**config.mk**
```make
export PLATFORM = sky130hd
export DESIGN_NAME = mmu
export DESIGN_NICKNAME = d
export VERILOG_FILES = /design/src/common/mem_op_pkg.sv /design/src/common/dev_bus_pkg.sv /design/src/mmu/mmu.sv
export SDC_FILE = /design/constraint.sdc
export NUM_CORES = 1
export LEC_CHECK = 0
export BUFFER_PORTS_ARGS = -buffer_cell sky130_fd_sc_hd__buf_2
export CORE_AREA = 3 3 103 105
export CTS_CLUSTER_DIAMETER = 150
export DETAILED_ROUTE_END_ITERATION = 16
export DIE_AREA = 0 0 106 108
export PLACE_DENSITY = 0.7
export SYNTH_ARGS = -nofsm -noshare
export SYNTH_HDL_FRONTEND = slang
export SYNTH_SLANG_ARGS = --single-unit
```
**constraint.sdc**
```tcl
create_clock -name clk -period 2.4 [get_ports clk]
set_input_delay 0.12 -clock clk [delete_from_list [all_inputs] [get_ports clk]]
set_output_delay 0.12 -clock clk [all_outputs]
set_load 0.005 [all_outputs]
```
**src/common/mem_op_pkg.sv**
```systemverilog
// cpu side memory operation types and data request struct, imported where data ops are decoded

package mem_op_pkg;

	// one machine word on the cpu side
	typedef logic [31:0] word_t;

	// data port operation, held for one cycle by the cpu
	// loads are re-presented while the unit stalls
	typedef enum logic [2:0] {
		MEM_OP_NONE = 3'd0,
		MEM_OP_LW   = 3'd1,
		MEM_OP_LBS  = 3'd2,
		MEM_OP_LBU  = 3'd3,
		MEM_OP_SW   = 3'd4,
		MEM_OP_SB   = 3'd5
	} mem_op_t;

	// data port request
	// wdata only matters for stores
	typedef struct packed {
		mem_op_t op;
		word_t   addr;
		word_t   wdata;
	} data_req_t;

	// true for ops that end in a word write to memory
	function automatic logic mem_op_is_write(input mem_op_t op);
		return (op == MEM_OP_SW) || (op == MEM_OP_SB);
	endfunction

	// true for the three load flavours
	function automatic logic mem_op_is_load(input mem_op_t op);
		return (op == MEM_OP_LW) || (op == MEM_OP_LBS) || (op == MEM_OP_LBU);
	endfunction

endpackage

```
**src/common/dev_bus_pkg.sv**
```systemverilog
// physical memory port structs and the unit's access sequencing states, shared by unit and controller

package dev_bus_pkg;

	// request from the unit to the word-wide memory controller
	// addr is a byte address, the controller drops the low pair
	typedef struct packed {
		logic [31:0] addr;
		logic [31:0] wdata;
		logic        is_write;
	} dev_req_t;

	// controller response
	// rdata is only meaningful while busy is low
	typedef struct packed {
		logic [31:0] rdata;
		logic        busy;
	} dev_rsp_t;

	// device access sequence inside the unit
	// reads (fetch or load) happen in ST_READ
	// a byte store passes through ST_SB_MERGE to pick up the upper bytes
	typedef enum logic [1:0] {
		ST_READ     = 2'd0,
		ST_SB_MERGE = 2'd1,
		ST_WRITE    = 2'd2
	} mmu_state_t;

endpackage

```
**src/mmu/mmu.sv**
```systemverilog
// memory management unit sharing one physical port between instruction fetch and the data port

`timescale 1ns/100ps

module mmu (
	input  logic                    clk,
	input  logic                    rst,

	// fetch side
	input  mem_op_pkg::word_t       instr_addr,
	output mem_op_pkg::word_t       instr_out,

	// data side
	// op is a one-cycle strobe, wdata is latched when the store is taken
	// addr is not latched and must stay put while busy is high
	input  mem_op_pkg::data_req_t   data_req,
	output mem_op_pkg::word_t       data_out,

	// stall to the cpu, raised in the same cycle as a store strobe
	output logic                    busy,

	// alignment flag for fetch or data address
	output logic                    misaligned,

	// physical memory port
	output dev_bus_pkg::dev_req_t   dev_req,
	input  dev_bus_pkg::dev_rsp_t   dev_rsp
);

	import mem_op_pkg::*;
	import dev_bus_pkg::*;

	mmu_state_t state;

	// word headed for memory
	// for a byte store only the low byte survives the merge
	word_t wdata_q;

	logic op_present;
	logic op_is_store;
	logic op_is_load;
	logic store_accept;

	assign op_present  = (data_req.op != MEM_OP_NONE);
	assign op_is_store = mem_op_is_write(data_req.op);
	assign op_is_load  = mem_op_is_load(data_req.op);

	// a store is only taken once the device has settled on the data address
	assign store_accept = (state == ST_READ) && !dev_rsp.busy && op_is_store;

	// fetch data is whatever the device returns
	assign instr_out = dev_rsp.rdata;

	// stall while sequencing, while the device waits, or on a fresh store
	assign busy = (state != ST_READ) || dev_rsp.busy || op_is_store;

	// low pair nonzero on fetch, or on data address when an op is present
	assign misaligned = (instr_addr[1:0] != 2'b00) ||
		(op_present && (data_req.addr[1:0] != 2'b00));

	// device side request
	always_comb begin
		// data address wins whenever a data op is in flight
		if (op_present || (state != ST_READ)) begin
			dev_req.addr = data_req.addr;
		end else begin
			dev_req.addr = instr_addr;
		end
		dev_req.wdata    = wdata_q;
		dev_req.is_write = (state == ST_WRITE);
	end

	// load formatting straight off the device read data
	always_comb begin
		data_out = '0;
		if (op_is_load) begin
			case (data_req.op)
				MEM_OP_LW:  data_out = dev_rsp.rdata;
				// sign extend the low byte
				MEM_OP_LBS: data_out = {{24{dev_rsp.rdata[7]}}, dev_rsp.rdata[7:0]};
				// zero extend the low byte
				MEM_OP_LBU: data_out = {24'h000000, dev_rsp.rdata[7:0]};
				default:    data_out = '0;
			endcase
		end
	end

	// access sequencing
	always_ff @(posedge clk) begin
		if (rst) begin
			state <= ST_READ;
		end else begin
			case (state)
				ST_READ: begin
					if (store_accept) begin
						// byte store needs the old word first
						if (data_req.op == MEM_OP_SB) begin
							state <= ST_SB_MERGE;
						end else begin
							state <= ST_WRITE;
						end
					end
				end
				// device already holds the data address, rdata is the old word
				ST_SB_MERGE: state <= ST_WRITE;
				// write commits on this edge
				ST_WRITE:    state <= ST_READ;
				default:     state <= ST_READ;
			endcase
		end
	end

	// write word register
	always_ff @(posedge clk) begin
		if (store_accept) begin
			wdata_q <= data_req.wdata;
		end else if (state == ST_SB_MERGE) begin
			// keep the new low byte, take bits 31 to 8 from memory
			wdata_q[31:8] <= dev_rsp.rdata[31:8];
		end
	end

endmodule

```
==> impl_metrics.ini <==
[placed_design]
dp_slack_ns = 0.791
io_buffers = 264
place.detailed.hpwl_um = 7210
place_congestion = 0.775
placed_cell_area_um2 = 3520

[global_route]
grt_pass1_wl_um = 12400
grtUsageTotal_pct = 13.9
met2_usage_pct = 27.2
grtUsageMet1_pct = 14.4
grt_max_degree = 33
antenna_found_initial = 0
grt_busiest_layer = met2
met3_usage_pct = 3.88
grt_overflow_total = 0
grt_pass1_vias = 2306

[synth]
syn_inst = 185
synthTopCellsByArea = edfxtp_1, mux2_2, buf_4
ys.flop_type = edfxtp_1
ys_top_cells_by_count = mux2_2, buf_4, edfxtp_1
ys_ff_latch = 34
synth.top_cell.area_share_pct = 41.8
avgSynthCellArea_um2 = 12.4
ys_warn_count = 0
synth_async_sr_flop_share_pct = 0
yosysTopAreaCell = edfxtp_1
synth_edf_count = 32
syn-cell-area_um2 = 2300
synth_nets = 319
ys_types = 18
yosysMostFrequentCell = mux2_2
yosysSeqAreaShare_pct = 43.6

[routing]
viasPerCell = 4.18
vias = 2314
drt_iter0_markers = 90
first_pass_iters = 4
drtAntennaViolNets = 0
drcViolationCount = 0
wl_um = 8510
wl_per_cell_um = 15.4

[cells_and_area]
antenna_cells = 0
nets = 553
syn2layout_area_growth_pct = 57.0
final_area_um2 = 3610
final_core_util_pct = 37.1
layout-drive-gt1-share_pct = 79.8

[hold_path]
hp-class = in2reg
hold_path.startpoint = data_req[5]

[floorplan]
io_pins = 265
die_w_um = 106
rows = 36
dieHeight_um = 108
die_area_um2 = 11400
core_region_area_um2 = 9730
initial_core_util_pct = 23.6

[timing]
slew-limit-headroom_pct = 68.0
rsz0062_at_grt = no
setup_violations = 0
slew_violations = 0
whs_ns = 0.0237
tns_ns = 0
fmax_mhz = 541
skew_ns = 0.00755
setup_ws_ns = 0.551
finalCritPeriodShare_pct = 77.1
period_minus_slack_ns = 1.85
hold_viol_final = 0
worst_pin_slew_ns = 0.480

[power]
max-vdd-ir-drop_mv = 0.190
leakagePower_nw = 2.02
p_per_area_nw_per_um2 = 410

[cts]
cts_buffers = 5
cts_hold_buf = 0
cts_max_level = 2
cts.sinks = 34
clock_path_buffers = 2
clock_latency_ns = 0.28
root_buffer = clkbuf_8
cts_tree = done
cts_resized = 0
clk_pin_slew_ns = 0.07
cts_setup_buffers = 0

[setup_path]
crit_chain = nor2_1 -> nand2_1 -> buf_4 -> mux2_2 -> buf_2
crit_fanout = 32
cp_slowest_cell = mux2_2
critPathLaunch = state[1]
crit_required_ns = 2.28
critPathKind = reg2out
rr_startpoint = state[1]
worst_setup_path_start_kind = flop
slowest_delay_ns = 0.40
arrival_ns = 1.73
cp-end-kind = output port

[outcome]
status = finished clean

[job]
max_cap_viol_count = 0
[worst paths after layout]
| kind | end | slack, ns | depth (start not counted) |
|---|---|---|---|
| setup / recovery | dev_req[53] | 0.55 | 5 |
| hold / removal | wdata_q[5] | 0.02 | 1 |
| setup reg to reg | wdata_q[6] | 0.79 | 3 |
| hold reg to reg | state[1] | 0.50 | 1 |
[power breakdown]
part | internal [mW] | total [mW] | switching, mW
clock | 0.199 | 0.393 | 0.194
combinational | 0.233 | 0.405 | 0.172
sequential | 0.676 | 0.682 | 0.00514
total | 1.11 | 1.48 | 0.371
[sequential cells by signal, summed over array words and instances, names as in the netlist]
register  cells
state         2
wdata_q      32
[layer usage]
| metal | routed length (um) | vias up |
|---|---|---|
| met5 | 0 | - |
| met4 | 89 | 0 |
| met3 | 872 | 6 |
| met2 | 4570 | 158 |
| met1 | 2980 | 1039 |
| li1 | - | 1111 |
[cells by family (layout without fill, tap and decap cells)]
family,count (synthesis),in the layout,synth area share (%)
multiplexers,56,56,27.5
AO/OA/AOI/OAI,28,28,8.71
buffers and inverters,44,279,13.5
AND/OR/NAND/NOR,23,23,6.81
flip-flops,34,34,43.6
[worst max-delay path, delay by kind of cell, from the launching register on]
| kind | cells | cell delay, ns |
|---|---|---|
| and+or+nand+nor | 2 | 0.19 |
| muxes | 1 | 0.40 |
| DFF | 1 | 0.38 |
| buffers and inverters | 2 | 0.47 |
[metrics by stage]
stage	cells	power, mW
floorplan	185	0.888
global placement	545	1.10
detailed placement	545	1.11
CTS	553	1.52
global route	553	1.58
finish	553	1.48
[placed cells by master, fill, tap and decap left out, drive strengths merged]
| cell type | Yosys | final |
|---|---|---|
| clkinv | 0 | 2 |
| nor3b | 1 | 1 |
| clkbuf | 0 | 6 |
| mux2 | 56 | 56 |
| buf | 41 | 268 |
| nor2 | 5 | 5 |
| and2 | 8 | 8 |
| nor4b | 1 | 1 |
| nor2b | 1 | 1 |
| dfxtp | 2 | 2 |
| edfxtp | 32 | 32 |
| o21ai | 1 | 1 |
| a21o | 24 | 24 |
| a21oi | 3 | 3 |
| inv | 3 | 3 |
| nor3 | 4 | 4 |
| nand2 | 3 | 3 |
[area by class of cell]
cell class | count | area, um^2
fillers | 1028 | 6120
repair buffers | 268 | 1350
multi-input cells | 107 | 995
clock buffers | 6 | 72.6
flip-flops and latches | 34 | 1000
inverters | 3 | 11.3
well taps | 133 | 166
clock inverters | 2 | 8.76
(Power assumes the default switching activity.)
